===== src/hw/exu_pkg.sv =====
`default_nettype none

package exu_pkg;

    // datapath widths
    localparam int WORD_W = 32;
    localparam int HALF_W = WORD_W / 2;
    localparam int REG_IDX_W = 5;
    localparam int EXCP_CODE_W = 7;
    localparam int UOP_W = 4;

    // top bit of an exception code marks it as valid
    localparam int EXCP_VALID_BIT = 6;

    typedef logic [WORD_W-1:0] word_t;
    typedef logic [REG_IDX_W-1:0] reg_idx_t;
    typedef logic [EXCP_CODE_W-1:0] excp_code_t;
    typedef logic [2*HALF_W-1:0] half_prod_t;

    typedef enum logic [UOP_W-1:0] {
        UOP_NOP     = 4'd0,
        UOP_ADD     = 4'd1,
        UOP_SUB     = 4'd2,
        UOP_AND     = 4'd3,
        UOP_OR      = 4'd4,
        UOP_XOR     = 4'd5,
        UOP_SLL     = 4'd6,
        UOP_SRL     = 4'd7,
        UOP_SRA     = 4'd8,
        UOP_SLT     = 4'd9,
        UOP_SLTU    = 4'd10,
        UOP_MUL_W   = 4'd11,
        UOP_MULH_W  = 4'd12,
        UOP_MULH_WU = 4'd13,
        UOP_LD_W    = 4'd14
    } uop_t;

    localparam excp_code_t EXCP_NONE = '0;
    // address misaligned: valid bit plus code 0x09
    localparam excp_code_t EXCP_ALE = 7'h49;

    // op loaded for a bubble
    localparam uop_t INST_NOP_UOP = UOP_NOP;

    // ops whose result is finished in ex2
    function automatic logic is_mul_uop(uop_t op);
        return (op == UOP_MUL_W) || (op == UOP_MULH_W) || (op == UOP_MULH_WU);
    endfunction

endpackage

`default_nettype wire


===== src/hw/ex1_alu_mul.sv =====
`timescale 1ns/100ps
`default_nettype none

module ex1_alu_mul (
    input  wire exu_pkg::uop_t       uop0,
    input  wire exu_pkg::uop_t       uop1,
    input  wire exu_pkg::word_t      src_a0,
    input  wire exu_pkg::word_t      src_b0,
    input  wire exu_pkg::word_t      src_a1,
    input  wire exu_pkg::word_t      src_b1,
    input  wire                      valid0,
    input  wire                      valid1,

    output exu_pkg::word_t           alu_result0,
    output exu_pkg::word_t           alu_result1,
    output logic                     alu_result0_valid,
    output logic                     alu_result1_valid,
    output exu_pkg::half_prod_t      mul_res_hh,
    output exu_pkg::half_prod_t      mul_res_hl,
    output exu_pkg::half_prod_t      mul_res_lh,
    output exu_pkg::half_prod_t      mul_res_ll,
    output exu_pkg::word_t           mul_compensate,
    output exu_pkg::excp_code_t      d_exception,
    output exu_pkg::word_t           d_badv
);
    import exu_pkg::*;

    logic  is_mul0;
    logic  is_mul1;
    logic  signed_mul;
    logic  misaligned;
    word_t mul_a;
    word_t mul_b;
    word_t corr_a;
    word_t corr_b;

    // single-cycle integer ops, ld_w reuses the adder for its address
    function automatic word_t alu_calc(uop_t op, word_t a, word_t b);
        word_t r;
        case (op)
            UOP_ADD, UOP_LD_W: r = a + b;
            UOP_SUB:  r = a - b;
            UOP_AND:  r = a & b;
            UOP_OR:   r = a | b;
            UOP_XOR:  r = a ^ b;
            UOP_SLL:  r = a << b[4:0];
            UOP_SRL:  r = a >> b[4:0];
            UOP_SRA:  r = word_t'($signed(a) >>> b[4:0]);
            UOP_SLT:  r = {{(WORD_W-1){1'b0}}, $signed(a) < $signed(b)};
            UOP_SLTU: r = {{(WORD_W-1){1'b0}}, a < b};
            default:  r = '0;
        endcase
        return r;
    endfunction

    assign is_mul0 = is_mul_uop(uop0);
    assign is_mul1 = is_mul_uop(uop1);

    assign alu_result0 = alu_calc(uop0, src_a0, src_b0);
    assign alu_result1 = alu_calc(uop1, src_a1, src_b1);

    // multiplies finish in ex2, so no result valid here
    assign alu_result0_valid = valid0 & ~is_mul0;
    assign alu_result1_valid = valid1 & ~is_mul1;

    // keep the multiplier quiet for non-multiply ops
    assign mul_a = is_mul0 ? src_a0 : '0;
    assign mul_b = is_mul0 ? src_b0 : '0;

    // unsigned 16x16 partial products
    assign mul_res_hh = mul_a[WORD_W-1:HALF_W] * mul_b[WORD_W-1:HALF_W];
    assign mul_res_hl = mul_a[WORD_W-1:HALF_W] * mul_b[HALF_W-1:0];
    assign mul_res_lh = mul_a[HALF_W-1:0] * mul_b[WORD_W-1:HALF_W];
    assign mul_res_ll = mul_a[HALF_W-1:0] * mul_b[HALF_W-1:0];

    // signed high word: subtract b when a < 0 and a when b < 0
    assign signed_mul = (uop0 == UOP_MULH_W);
    assign corr_a = mul_a[WORD_W-1] ? mul_b : '0;
    assign corr_b = mul_b[WORD_W-1] ? mul_a : '0;
    assign mul_compensate = signed_mul ? -(corr_a + corr_b) : '0;

    // word loads need the low two address bits clear
    assign misaligned = valid0 & (uop0 == UOP_LD_W) & (|alu_result0[1:0]);
    assign d_exception = misaligned ? EXCP_ALE : EXCP_NONE;
    assign d_badv = misaligned ? alu_result0 : '0;

    // lane 1 has no multiplier
    always_comb begin
        if (valid1) begin
            assert (!is_mul1)
                else $error("multiply op issued to lane 1: %s", uop1.name());
        end
    end

endmodule

`default_nettype wire


===== src/hw/ex1_ex2_reg.sv =====
`timescale 1ns/100ps
`default_nettype none

module ex1_ex2_reg (
    input  wire                      clk,
    input  wire                      rst_n,
    input  wire                      flush,
    input  wire                      ex1_readygo,
    input  wire                      ex2_allowin,

    input  wire exu_pkg::word_t      pc0,
    input  wire exu_pkg::word_t      pc1,
    input  wire exu_pkg::reg_idx_t   rd0,
    input  wire exu_pkg::reg_idx_t   rd1,
    input  wire exu_pkg::uop_t       uop0,
    input  wire exu_pkg::uop_t       uop1,
    input  wire                      valid0,
    input  wire                      valid1,
    input  wire exu_pkg::word_t      alu_result0,
    input  wire exu_pkg::word_t      alu_result1,
    input  wire                      alu_result0_valid,
    input  wire                      alu_result1_valid,
    input  wire exu_pkg::half_prod_t mul_res_hh,
    input  wire exu_pkg::half_prod_t mul_res_hl,
    input  wire exu_pkg::half_prod_t mul_res_lh,
    input  wire exu_pkg::half_prod_t mul_res_ll,
    input  wire exu_pkg::word_t      mul_compensate,
    input  wire exu_pkg::excp_code_t d_exception,
    input  wire exu_pkg::word_t      d_badv,
    input  wire                      excp_flag_in,
    input  wire exu_pkg::excp_code_t exception_in,
    input  wire exu_pkg::word_t      badv_in,

    output exu_pkg::word_t           ex1_ex2_pc0,
    output exu_pkg::word_t           ex1_ex2_pc1,
    output exu_pkg::reg_idx_t        ex1_ex2_rd0,
    output exu_pkg::reg_idx_t        ex1_ex2_rd1,
    output exu_pkg::uop_t            ex1_ex2_uop0,
    output exu_pkg::uop_t            ex1_ex2_uop1,
    output logic                     ex1_ex2_valid0,
    output logic                     ex1_ex2_valid1,
    output exu_pkg::word_t           ex1_ex2_alu_result0,
    output exu_pkg::word_t           ex1_ex2_alu_result1,
    output logic                     ex1_ex2_alu_result0_valid,
    output logic                     ex1_ex2_alu_result1_valid,
    output exu_pkg::half_prod_t      ex1_ex2_mul_res_hh,
    output exu_pkg::half_prod_t      ex1_ex2_mul_res_hl,
    output exu_pkg::half_prod_t      ex1_ex2_mul_res_lh,
    output exu_pkg::half_prod_t      ex1_ex2_mul_res_ll,
    output exu_pkg::word_t           ex1_ex2_mul_compensate,
    output logic                     ex1_ex2_excp_flag,
    output exu_pkg::excp_code_t      ex1_ex2_exception,
    output exu_pkg::word_t           ex1_ex2_badv
);
    import exu_pkg::*;

    logic capture;
    logic bubble;
    logic merged_flag;

    assign capture = ex1_readygo & ex2_allowin;
    assign bubble  = ~ex1_readygo & ex2_allowin;

    // upstream exception wins over the local one
    assign merged_flag = excp_flag_in | d_exception[EXCP_VALID_BIT];

    // control fields: cleared by flush and bubble as well as reset
    always_ff @(posedge clk or negedge rst_n) begin
        if (!rst_n) begin
            ex1_ex2_uop0 <= INST_NOP_UOP;
            ex1_ex2_uop1 <= INST_NOP_UOP;
            ex1_ex2_valid0 <= 1'b0;
            ex1_ex2_valid1 <= 1'b0;
            ex1_ex2_alu_result0_valid <= 1'b0;
            ex1_ex2_alu_result1_valid <= 1'b0;
            ex1_ex2_excp_flag <= 1'b0;
        end else if (flush || bubble) begin
            ex1_ex2_uop0 <= INST_NOP_UOP;
            ex1_ex2_uop1 <= INST_NOP_UOP;
            ex1_ex2_valid0 <= 1'b0;
            ex1_ex2_valid1 <= 1'b0;
            ex1_ex2_alu_result0_valid <= 1'b0;
            ex1_ex2_alu_result1_valid <= 1'b0;
            ex1_ex2_excp_flag <= 1'b0;
        end else if (capture) begin
            ex1_ex2_uop0 <= uop0;
            ex1_ex2_uop1 <= uop1;
            // excepting items keep their valids, ex2 suppresses writeback
            ex1_ex2_valid0 <= valid0;
            ex1_ex2_valid1 <= valid1;
            ex1_ex2_alu_result0_valid <= alu_result0_valid;
            ex1_ex2_alu_result1_valid <= alu_result1_valid;
            ex1_ex2_excp_flag <= merged_flag;
        end
    end

    // payload follows the item, only meaningful while its valid is set
    always_ff @(posedge clk or negedge rst_n) begin
        if (!rst_n) begin
            ex1_ex2_pc0 <= '0;
            ex1_ex2_pc1 <= '0;
            ex1_ex2_rd0 <= '0;
            ex1_ex2_rd1 <= '0;
            ex1_ex2_alu_result0 <= '0;
            ex1_ex2_alu_result1 <= '0;
            ex1_ex2_mul_res_hh <= '0;
            ex1_ex2_mul_res_hl <= '0;
            ex1_ex2_mul_res_lh <= '0;
            ex1_ex2_mul_res_ll <= '0;
            ex1_ex2_mul_compensate <= '0;
            ex1_ex2_exception <= '0;
            ex1_ex2_badv <= '0;
        end else if (capture) begin
            ex1_ex2_pc0 <= pc0;
            ex1_ex2_pc1 <= pc1;
            ex1_ex2_rd0 <= rd0;
            ex1_ex2_rd1 <= rd1;
            ex1_ex2_alu_result0 <= alu_result0;
            ex1_ex2_alu_result1 <= alu_result1;
            ex1_ex2_mul_res_hh <= mul_res_hh;
            ex1_ex2_mul_res_hl <= mul_res_hl;
            ex1_ex2_mul_res_lh <= mul_res_lh;
            ex1_ex2_mul_res_ll <= mul_res_ll;
            ex1_ex2_mul_compensate <= mul_compensate;
            ex1_ex2_exception <= excp_flag_in ? exception_in : d_exception;
            ex1_ex2_badv <= excp_flag_in ? badv_in : d_badv;
        end
    end

    // an exception always belongs to a real lane 0 op
    a_flag_has_lane0 : assert property (@(posedge clk) disable iff (!rst_n)
        ex1_ex2_excp_flag |-> ex1_ex2_valid0)
        else $error("exception flag stored without a valid lane 0 op");

endmodule

`default_nettype wire


===== src/hw/ex2_mul_merge.sv =====
`timescale 1ns/100ps
`default_nettype none

module ex2_mul_merge (
    input  wire                      clk,
    input  wire                      rst_n,
    input  wire                      flush,
    input  wire                      wb_allowin,

    input  wire exu_pkg::word_t      ex1_ex2_pc0,
    input  wire exu_pkg::word_t      ex1_ex2_pc1,
    input  wire exu_pkg::reg_idx_t   ex1_ex2_rd0,
    input  wire exu_pkg::reg_idx_t   ex1_ex2_rd1,
    input  wire exu_pkg::uop_t       ex1_ex2_uop0,
    input  wire exu_pkg::uop_t       ex1_ex2_uop1,
    input  wire                      ex1_ex2_valid0,
    input  wire                      ex1_ex2_valid1,
    input  wire exu_pkg::word_t      ex1_ex2_alu_result0,
    input  wire exu_pkg::word_t      ex1_ex2_alu_result1,
    input  wire                      ex1_ex2_alu_result0_valid,
    input  wire                      ex1_ex2_alu_result1_valid,
    input  wire exu_pkg::half_prod_t ex1_ex2_mul_res_hh,
    input  wire exu_pkg::half_prod_t ex1_ex2_mul_res_hl,
    input  wire exu_pkg::half_prod_t ex1_ex2_mul_res_lh,
    input  wire exu_pkg::half_prod_t ex1_ex2_mul_res_ll,
    input  wire exu_pkg::word_t      ex1_ex2_mul_compensate,
    input  wire                      ex1_ex2_excp_flag,
    input  wire exu_pkg::excp_code_t ex1_ex2_exception,
    input  wire exu_pkg::word_t      ex1_ex2_badv,

    output logic                     wb_valid0,
    output logic                     wb_valid1,
    output exu_pkg::word_t           wb_pc0,
    output exu_pkg::word_t           wb_pc1,
    output exu_pkg::reg_idx_t        wb_rd0,
    output exu_pkg::reg_idx_t        wb_rd1,
    output exu_pkg::word_t           wb_data0,
    output exu_pkg::word_t           wb_data1,
    output logic                     wb_excp_flag,
    output exu_pkg::excp_code_t      wb_exception,
    output exu_pkg::word_t           wb_badv
);
    import exu_pkg::*;

    logic [2*WORD_W-1:0] prod_base;
    logic [2*WORD_W-1:0] cross_sum;
    logic [2*WORD_W-1:0] product;
    word_t               mul_hi;
    word_t               mul_lo;
    word_t               result0;

    // hh and ll do not overlap, so they just concatenate
    assign prod_base = {ex1_ex2_mul_res_hh, ex1_ex2_mul_res_ll};
    assign cross_sum = {{WORD_W{1'b0}}, ex1_ex2_mul_res_hl}
                     + {{WORD_W{1'b0}}, ex1_ex2_mul_res_lh};
    assign product = prod_base + (cross_sum << HALF_W);

    // correction is zero except for mulh_w
    assign mul_hi = product[2*WORD_W-1:WORD_W] + ex1_ex2_mul_compensate;
    assign mul_lo = product[WORD_W-1:0];

    always_comb begin
        case (ex1_ex2_uop0)
            UOP_MUL_W:               result0 = mul_lo;
            UOP_MULH_W, UOP_MULH_WU: result0 = mul_hi;
            default:                 result0 = ex1_ex2_alu_result0;
        endcase
    end

    always_ff @(posedge clk or negedge rst_n) begin
        if (!rst_n) begin
            wb_valid0 <= 1'b0;
            wb_valid1 <= 1'b0;
            wb_pc0 <= '0;
            wb_pc1 <= '0;
            wb_rd0 <= '0;
            wb_rd1 <= '0;
            wb_data0 <= '0;
            wb_data1 <= '0;
            wb_excp_flag <= 1'b0;
            wb_exception <= '0;
            wb_badv <= '0;
        end else if (flush) begin
            wb_valid0 <= 1'b0;
            wb_valid1 <= 1'b0;
            wb_pc0 <= '0;
            wb_pc1 <= '0;
            wb_rd0 <= '0;
            wb_rd1 <= '0;
            wb_data0 <= '0;
            wb_data1 <= '0;
            wb_excp_flag <= 1'b0;
            wb_exception <= '0;
            wb_badv <= '0;
        end else if (wb_allowin) begin
            // an excepting pair writes nothing back
            wb_valid0 <= ex1_ex2_valid0 & ~ex1_ex2_excp_flag;
            wb_valid1 <= ex1_ex2_valid1 & ~ex1_ex2_excp_flag;
            wb_pc0 <= ex1_ex2_pc0;
            wb_pc1 <= ex1_ex2_pc1;
            wb_rd0 <= ex1_ex2_rd0;
            wb_rd1 <= ex1_ex2_rd1;
            wb_data0 <= ex1_ex2_excp_flag ? '0 : result0;
            wb_data1 <= ex1_ex2_excp_flag ? '0 : ex1_ex2_alu_result1;
            wb_excp_flag <= ex1_ex2_excp_flag;
            wb_exception <= ex1_ex2_exception;
            wb_badv <= ex1_ex2_badv;
        end
    end

    // lane 1 is always finished in ex1
    a_lane1_done : assert property (@(posedge clk) disable iff (!rst_n)
        ex1_ex2_valid1 |-> ex1_ex2_alu_result1_valid)
        else $error("lane 1 valid without an ex1 result, uop %s", ex1_ex2_uop1.name());

endmodule

`default_nettype wire


===== src/hw/exu_top.sv =====
`timescale 1ns/100ps
`default_nettype none

module exu_top (
    input  wire                      clk,
    input  wire                      rst_n,

    // issue lanes
    input  wire                      valid0,
    input  wire exu_pkg::word_t      pc0,
    input  wire exu_pkg::uop_t       uop0,
    input  wire exu_pkg::reg_idx_t   rd0,
    input  wire exu_pkg::word_t      src_a0,
    input  wire exu_pkg::word_t      src_b0,
    input  wire                      valid1,
    input  wire exu_pkg::word_t      pc1,
    input  wire exu_pkg::uop_t       uop1,
    input  wire exu_pkg::reg_idx_t   rd1,
    input  wire exu_pkg::word_t      src_a1,
    input  wire exu_pkg::word_t      src_b1,

    input  wire                      ex1_readygo,
    input  wire                      flush,
    input  wire                      wb_allowin,
    input  wire                      excp_flag_in,
    input  wire exu_pkg::excp_code_t exception_in,
    input  wire exu_pkg::word_t      badv_in,

    output wire                      ex1_allowin,
    output wire                      wb_valid0,
    output wire                      wb_valid1,
    output wire exu_pkg::word_t      wb_pc0,
    output wire exu_pkg::word_t      wb_pc1,
    output wire exu_pkg::reg_idx_t   wb_rd0,
    output wire exu_pkg::reg_idx_t   wb_rd1,
    output wire exu_pkg::word_t      wb_data0,
    output wire exu_pkg::word_t      wb_data1,
    output wire                      wb_excp_flag,
    output wire exu_pkg::excp_code_t wb_exception,
    output wire exu_pkg::word_t      wb_badv
);
    import exu_pkg::*;

    logic       ex2_allowin;

    // ex1 results
    word_t      alu_result0;
    word_t      alu_result1;
    logic       alu_result0_valid;
    logic       alu_result1_valid;
    half_prod_t mul_res_hh;
    half_prod_t mul_res_hl;
    half_prod_t mul_res_lh;
    half_prod_t mul_res_ll;
    word_t      mul_compensate;
    excp_code_t d_exception;
    word_t      d_badv;

    // ex1/ex2 register contents
    word_t      ex1_ex2_pc0;
    word_t      ex1_ex2_pc1;
    reg_idx_t   ex1_ex2_rd0;
    reg_idx_t   ex1_ex2_rd1;
    uop_t       ex1_ex2_uop0;
    uop_t       ex1_ex2_uop1;
    logic       ex1_ex2_valid0;
    logic       ex1_ex2_valid1;
    word_t      ex1_ex2_alu_result0;
    word_t      ex1_ex2_alu_result1;
    logic       ex1_ex2_alu_result0_valid;
    logic       ex1_ex2_alu_result1_valid;
    half_prod_t ex1_ex2_mul_res_hh;
    half_prod_t ex1_ex2_mul_res_hl;
    half_prod_t ex1_ex2_mul_res_lh;
    half_prod_t ex1_ex2_mul_res_ll;
    word_t      ex1_ex2_mul_compensate;
    logic       ex1_ex2_excp_flag;
    excp_code_t ex1_ex2_exception;
    word_t      ex1_ex2_badv;

    // ex2 never stalls on its own, so the allowin chain is pure wiring of wb
    assign ex2_allowin = wb_allowin;
    assign ex1_allowin = ex2_allowin;

    ex1_alu_mul u_ex1 (.*);

    ex1_ex2_reg u_ex1_ex2 (.*);

    ex2_mul_merge u_ex2 (.*);

endmodule

`default_nettype wire


===== config.mk =====
export PLATFORM = sky130hd
export DESIGN_NAME = exu_top
export DESIGN_NICKNAME = d
export VERILOG_FILES = /design/src/hw/exu_pkg.sv /design/src/hw/ex1_alu_mul.sv /design/src/hw/ex1_ex2_reg.sv /design/src/hw/ex2_mul_merge.sv /design/src/hw/exu_top.sv
export SDC_FILE = /design/constraint.sdc
export NUM_CORES = 2
export LEC_CHECK = 0
export ABC_AREA = 1
export BUFFER_PORTS_ARGS = -buffer_cell sky130_fd_sc_hd__buf_2
export CAP_MARGIN = 20
export CELL_PAD_IN_SITES_DETAIL_PLACEMENT = 0
export CELL_PAD_IN_SITES_GLOBAL_PLACEMENT = 1
export CORE_AREA = 2 2 487 489
export CTS_CLUSTER_DIAMETER = 150
export DETAILED_ROUTE_END_ITERATION = 12
export DIE_AREA = 0 0 489 491
export GPL_ROUTABILITY_DRIVEN = 0
export PLACE_DENSITY_LB_ADDON = 0.1
export RECOVER_POWER = 100
export SYNTH_ARGS = -nofsm -noshare
export SYNTH_HDL_FRONTEND = slang
export SYNTH_SLANG_ARGS = --single-unit

===== constraint.sdc =====
create_clock -name clk -period 12 [get_ports clk]
set_clock_uncertainty 0.15 [all_clocks]
set_input_delay 1.8 -clock clk [delete_from_list [all_inputs] [get_ports clk]]
set_output_delay 1.8 -clock clk [all_outputs]
set_load 0.01 [all_outputs]

* Yosys cells after proc, flatten, opt, wreduce, memory -nomap -nowiden
Index checks and enable logic that the tools add are counted.
Operators by class: shift operators 6, bitwise operators 15, add/subtract/negate cells 9, reduce and logical (&&, ||, !) cells 9, order comparisons 4, equality and inequality tests 28, multiplexer cells 44, multiply operators 4
Operator list (number):
- $pmux W32 S10 | 2
- $mux W32 | 19
- $add A32 B32 Y32 | 4
- $lt A32 B32 Y1 | 4
- $mul A16 B16 Y32 | 4
- $add A64 B64 Y64 | 1
- $and A32 B32 Y32 | 2
- $or A32 B32 Y32 | 2
- $pmux W32 S2 | 1
- $shl A32 B5 Y32 | 2
- $shr A32 B5 Y32 | 2
- $sshr A32 B5 Y32 | 2
- $sub A32 B32 Y32 | 2
- $xor A32 B32 Y32 | 2
- $eq A4 B4 Y1 const B | 14
- $add A32 B32 Y33 | 1
- $eq A4 B3 Y1 const B | 8
- $neg A32 Y32 | 1
- $mux W7 | 4
- $mux W5 | 4
- $eq A4 B2 Y1 const B | 4
- $mux W1 | 12
- $eq A4 B1 Y1 const B | 2
- $mux W4 | 2
- other kinds (6) | 18
Storage, ports and cells: input port bits 257, register bits after elaboration 524, logic and storage cells 147

* Depth between registers and ports, before layout
depth after elaboration 9, mapped depth 39, mapped depth without buffers 39

* By module
From an unflattened synthesis, not the netlist that was laid out.
Second synthesis, totals: cells, all modules 12011, area, all modules 82360.2 µm²
By module, submodules not included:
- ex1_alu_mul | area an instance 55489.5 µm², times used 1, cells an instance 8683
- ex1_ex2_reg | area an instance 13620.6 µm², times used 1, cells an instance 1609
- ex2_mul_merge | area an instance 13242.7 µm², times used 1, cells an instance 1718
- exu_top | area an instance 7.5 µm², times used 1, cells an instance 1

* Worst setup path after synthesis
Ideal clock, no wire load.
kind input -> register, start point in uop0[3], end point reg u_ex1_ex2.ex1_ex2_mul_res_hh[26], data required time 11.768 ns, path slack 3.928 ns, data arrival time 7.840 ns, setup time 0.082 ns, stages on the path 30, path through inv_2 nor2_2 inv_1 o22ai_4 inv_2 buf_2 nor2_1 buf_2 buf_2 nand2_1 fa_1 inv_1 fa_1 inv_1 fa_1 inv_1 fa_1 inv_1 fa_1 inv_1 fa_1 ha_1 nand2_1 nor2_1 nor3b_1 a21oi_1 o21ai_0 a21oi_1 or2_2 a31oi_1
Between the ends: word-level cells in the longest chain between the ends 5
Ends and longest elaborated chain:
- start: declaration | RTL line exu_top.sv:11 | input wire exu_pkg::uop_t uop0,
- $eq A4 B4 Y1 | RTL line exu_pkg.sv:47 | return (op == UOP_MUL_W) || (op == UOP_MULH_W) || (op == UOP_MULH_WU);
- $logic_or A1 B1 Y1 | RTL line exu_pkg.sv:47
- $logic_or A1 B1 Y1 (*) | RTL line exu_pkg.sv:47
- $mux W32, on equally long branches | RTL line ex1_alu_mul.sv:67, ex1_alu_mul.sv:68
- $mul A16 B16 Y32 (*) | RTL line ex1_alu_mul.sv:71 | assign mul_res_hh = mul_a[WORD_W-1:HALF_W] * mul_b[WORD_W-1:HALF_W];
- end signal: assignment | RTL line ex1_ex2_reg.sv:120 | ex1_ex2_mul_res_hh <= mul_res_hh;
- end: declaration | RTL line ex1_ex2_reg.sv:46 | output exu_pkg::half_prod_t ex1_ex2_mul_res_hh,
Mark *: on every way between the ends. The rest lies on a longest branch, timed or not. A chain may end at the register's enable or synchronous reset.

* Worst setup path after layout
start point in uop0[3], end point reg u_ex1_ex2.ex1_ex2_mul_res_hl[26]
Between the ends: word-level cells in the longest chain between the ends 5
Ends and longest elaborated chain:
- $eq A4 B4 Y1 | RTL line exu_pkg.sv:47
- $logic_or A1 B1 Y1 | RTL line exu_pkg.sv:47
- $logic_or A1 B1 Y1 (*) | RTL line exu_pkg.sv:47
- $mux W32, on equally long branches | RTL line ex1_alu_mul.sv:67, ex1_alu_mul.sv:68
- $mul A16 B16 Y32 (*) | RTL line ex1_alu_mul.sv:72 | assign mul_res_hl = mul_a[WORD_W-1:HALF_W] * mul_b[HALF_W-1:0];
- end signal: assignment | RTL line ex1_ex2_reg.sv:121 | ex1_ex2_mul_res_hl <= mul_res_hl;
- end: declaration | RTL line ex1_ex2_reg.sv:47 | output exu_pkg::half_prod_t ex1_ex2_mul_res_hl,
Marks and branches as above.

==> key figures <==
Timing
  • Setup TNS: 0 ns
  • Slew headroom: -4.29
  • Unrepaired setup endpoints after global routing: false
  • Slew Limit Fails: about 950
  • Fin crit share: 0.850
  • Minimum hold slack: ~0.32 ns
  • Final Critical Period: between 10 and 15 ns
  • Worst-Margin Slew: ~8 ns
  • Final setup fails: 0
  • Fmax: slightly below 0.1 GHz
  • Fin. Hold Viols: 0

Setup path
  • Worst EP arrival: 10.60 ns
  • Worst Setup EP: u_ex1_ex2.ex1_ex2_mul_res_hl[26]
  • End of the worst register-to-register path: u_ex2.wb_data0[11]
  • Critical path startpoint: uop0[3]
  • Crit Path Class: in2reg
  • Startpoint types: input port
  • Critical path's most frequent cell: inv_1
  • CP Max Fanout: 21
  • CP max stage delay: 0.89 ns
  • Worst r2r src: u_ex1_ex2.ex1_ex2_mul_res_lh[5]
  • Reg2reg setup slack: 3.98 ns
  • Worst-case reg-to-reg path depth: 25
  • Worst Path Required: roughly 12 ns
  • Slowest CP cell: nor2_1
  • CP Capture Type: flop

Cells and area
  • Reg area: around 13000 um^2
  • Layout cells sized above 1: 0.0497
  • Fill cells: 25700
  • Final net count: approximately 14000
  • Syn-to-layout area delta: 8.76%
  • Commonest non-fill, non-tap cell in the layout: nand2_1
  • Area of the multi-input gates: roughly 59000 um^2
  • Most frequent cells in the layout: nand2_1, inv_1, nor2_1, nand3_1, fa_1
  • Non-filler instance count after layout: roughly 15000

Run
  • Max-cap viol count: 12

Clock tree
  • Clock tree buffer depth: 3
  • Clock latency on the worst-skew pair: 0.72 ns
  • CTS tree: built
  • CTS buffer count: 60
  • CTS Hold Buffers Added: 0
  • Worst-path clk slew: around 0.06 ns
  • TritonCTS Sinks: approximately 520
  • Post-CTS setup buffer count: 0
  • Htree depth: 2
  • Post-CTS resize count: 0
  • Clk root buf: clkbuf_16

Floorplan
  • Die Y: slightly below 500 um
  • Top Ports: about 440
  • FP Rows: 178
  • DIE AREA: 240000 um^2
  • Core area: approximately 230000 um^2
  • Starting Density: 0.348
  • Chip Width: 489 um

Yosys
  • Syn_nets: roughly 14000
  • Sequential fraction of the synthesis area: 0.161
  • Flip-flop and latch count after synthesis: around 520
  • Syn Area/Cell: just under 7 um^2
  • Top_reg_cell synth: dfrtp_1
  • Synth unique cells: 64
  • Mapped Cells: ~12000
  • Cell Area, Synth: about 80000 um^2
  • YS warnings: 0
  • Ys async rst share: 1.00
  • Post-synth EDFFs: 0

Global routing
  • Largest net degree at the start of global routing: approximately 180
  • Vias in the first global route: 82900
  • Antenna violations before repair: between 40 and 50
  • GR Util All Layers: 0.337
  • First-pass GRT wire length: a little under 600000 um
  • Total congestion overflow: 0

Routing
  • Avg WL per Cell: 27.0 um
  • DRT Wirelength: 414000 um
  • DR vias/cell: approximately 5.5
  • DR pass1 iterations: 7
  • Final ANT Viol Nets: 0
  • Total number of vias: around 84000
  • DRC: 0
  • DRT iter0 DRCs: ~9400

Placement
  • Placed Instances: 15200
  • DPL Wire Length: approximately 340000 um
  • Port bufs: ~440

Hold path
  • Hold Crit Class: reg2reg

Outcome
  • Status: finished, violations left
  • Failing checks: max-capacitance violations, max-slew violations

Power and ir drop
  • Worst VDD drop: ~0.00013 V
  • LEAKAGE: 45.5 nW
  • Pwr/cell area: roughly 120 nW/um^2
how the worst min path moves through the flow:
stage	cells past startpoint	to	start	slack [ns]
2_1_floorplan	2	u_ex1_ex2.ex1_ex2_mul_res_ll[1]	u_ex1_ex2.ex1_ex2_mul_res_ll[1]	0.30
3_3_place_gp	2	u_ex2.wb_badv[14]	u_ex2.wb_badv[14]	0.30
3_5_place_dp	2	u_ex2.wb_exception[4]	u_ex2.wb_exception[4]	0.31
4_1_cts	1	u_ex2.wb_data1[2]	u_ex1_ex2.ex1_ex2_alu_result1[2]	0.31
5_1_grt	2	u_ex2.wb_exception[1]	u_ex1_ex2.ex1_ex2_exception[1]	0.34
6_report	2	u_ex2.wb_exception[4]	u_ex2.wb_exception[4]	0.32
per-layer routing:
layer,GRT usage,vias up,part of all wire,wire [um]
met5,0,-,0.00057,234
met4,0.120,30,0.041,17200
met3,0.0791,635,0.11,44000
met2,0.495,4155,0.42,172000
met1,0.478,41500,0.44,181000
li1,-,38000,-,-
worst max-delay path: cells and delay by family:
family	cells	cell delay [ns]
buffers and inverters	13	2.60
AND/OR/NAND/NOR	10	2.03
adder cells (fa/ha/maj)	7	3.36
AO/OA/AOI/OAI	4	0.77
per-stage QoR:
stage	total power [mW]	setup WS, ns	instance area (um^2)	utilization
after floorplan	5.72	3.93	81700	-
after global placement	8.23	2.07	87000	0.371
after detailed placement	8.23	2.36	87000	0.371
after CTS	10.3	3.05	89100	0.380
after global routing	10.9	1.37	88800	0.379
final	10.3	1.80	88800	0.379
Yosys cell counts (45+ instances only):
| master | count | area (um^2) |
|---|---|---|
| dfrtp_1 | 524 | 13100 |
| nand4_1 | 135 | 845 |
| xor2_1 | 67 | 587 |
| o211ai_1 | 59 | 443 |
| fa_1 | 784 | 15700 |
| or2_2 | 48 | 300 |
| xnor2_1 | 59 | 517 |
| a31oi_1 | 60 | 375 |
| inv_1 | 2034 | 7630 |
| o22ai_1 | 45 | 282 |
| buf_1 | 46 | 173 |
| nor2_1 | 1181 | 4430 |
| clkbuf_1 | 297 | 1110 |
| a21oi_1 | 552 | 2760 |
| o21ai_0 | 721 | 3610 |
| nand3_1 | 822 | 4110 |
| nor3_1 | 84 | 420 |
| buf_2 | 105 | 526 |
| o21bai_1 | 58 | 435 |
| ha_1 | 772 | 9660 |
| nand2_1 | 3111 | 11700 |
area by class of cell:
cell class                 instances  area share
antenna                           11    0.000310
sequential                       524       0.148
clock buffer                      88      0.0199
tap                             3150      0.0444
clock inverter                    24     0.00399
multi-input combinational       8894       0.662
timing repair buffer             572      0.0336
inverter                        2085      0.0882
sequential cells by signal (all words and copies together), names as in the netlist, 7 cells and up:
signal and cells:
u_ex2.wb_pc1 32, u_ex1_ex2.ex1_ex2_alu_result1 32, u_ex1_ex2.ex1_ex2_mul_res_lh 32, u_ex1_ex2.ex1_ex2_mul_res_hl 32, u_ex2.wb_pc0 32, u_ex1_ex2.ex1_ex2_mul_res_hh 32
u_ex2.wb_exception 7, u_ex1_ex2.ex1_ex2_badv 32, u_ex1_ex2.ex1_ex2_pc0 32, u_ex1_ex2.ex1_ex2_exception 7, u_ex1_ex2.ex1_ex2_mul_res_ll 32, u_ex2.wb_data1 32
u_ex1_ex2.ex1_ex2_mul_compensate 32, u_ex1_ex2.ex1_ex2_pc1 32, u_ex2.wb_badv 32, u_ex2.wb_data0 32, u_ex1_ex2.ex1_ex2_alu_result0 32
report_power, final:
part	internal, mW	switching, mW
clock network	1.14	0.850
registers	2.02	0.246
logic	1.73	4.29
total	4.88	5.39
kinds of logic after synthesis:
kind of cell,Yosys count,share of synthesized area
AND/OR/NAND/NOR,5460,0.274
buffers and inverters,2548,0.120
AO/OA/AOI/OAI,1741,0.121
adder cells (fa/ha/maj),1556,0.310
flip-flops,524,0.161
XOR/XNOR,126,0.0135
multiplexers,11,0.00135
Note: power is estimated with default switching activity, not from simulation.
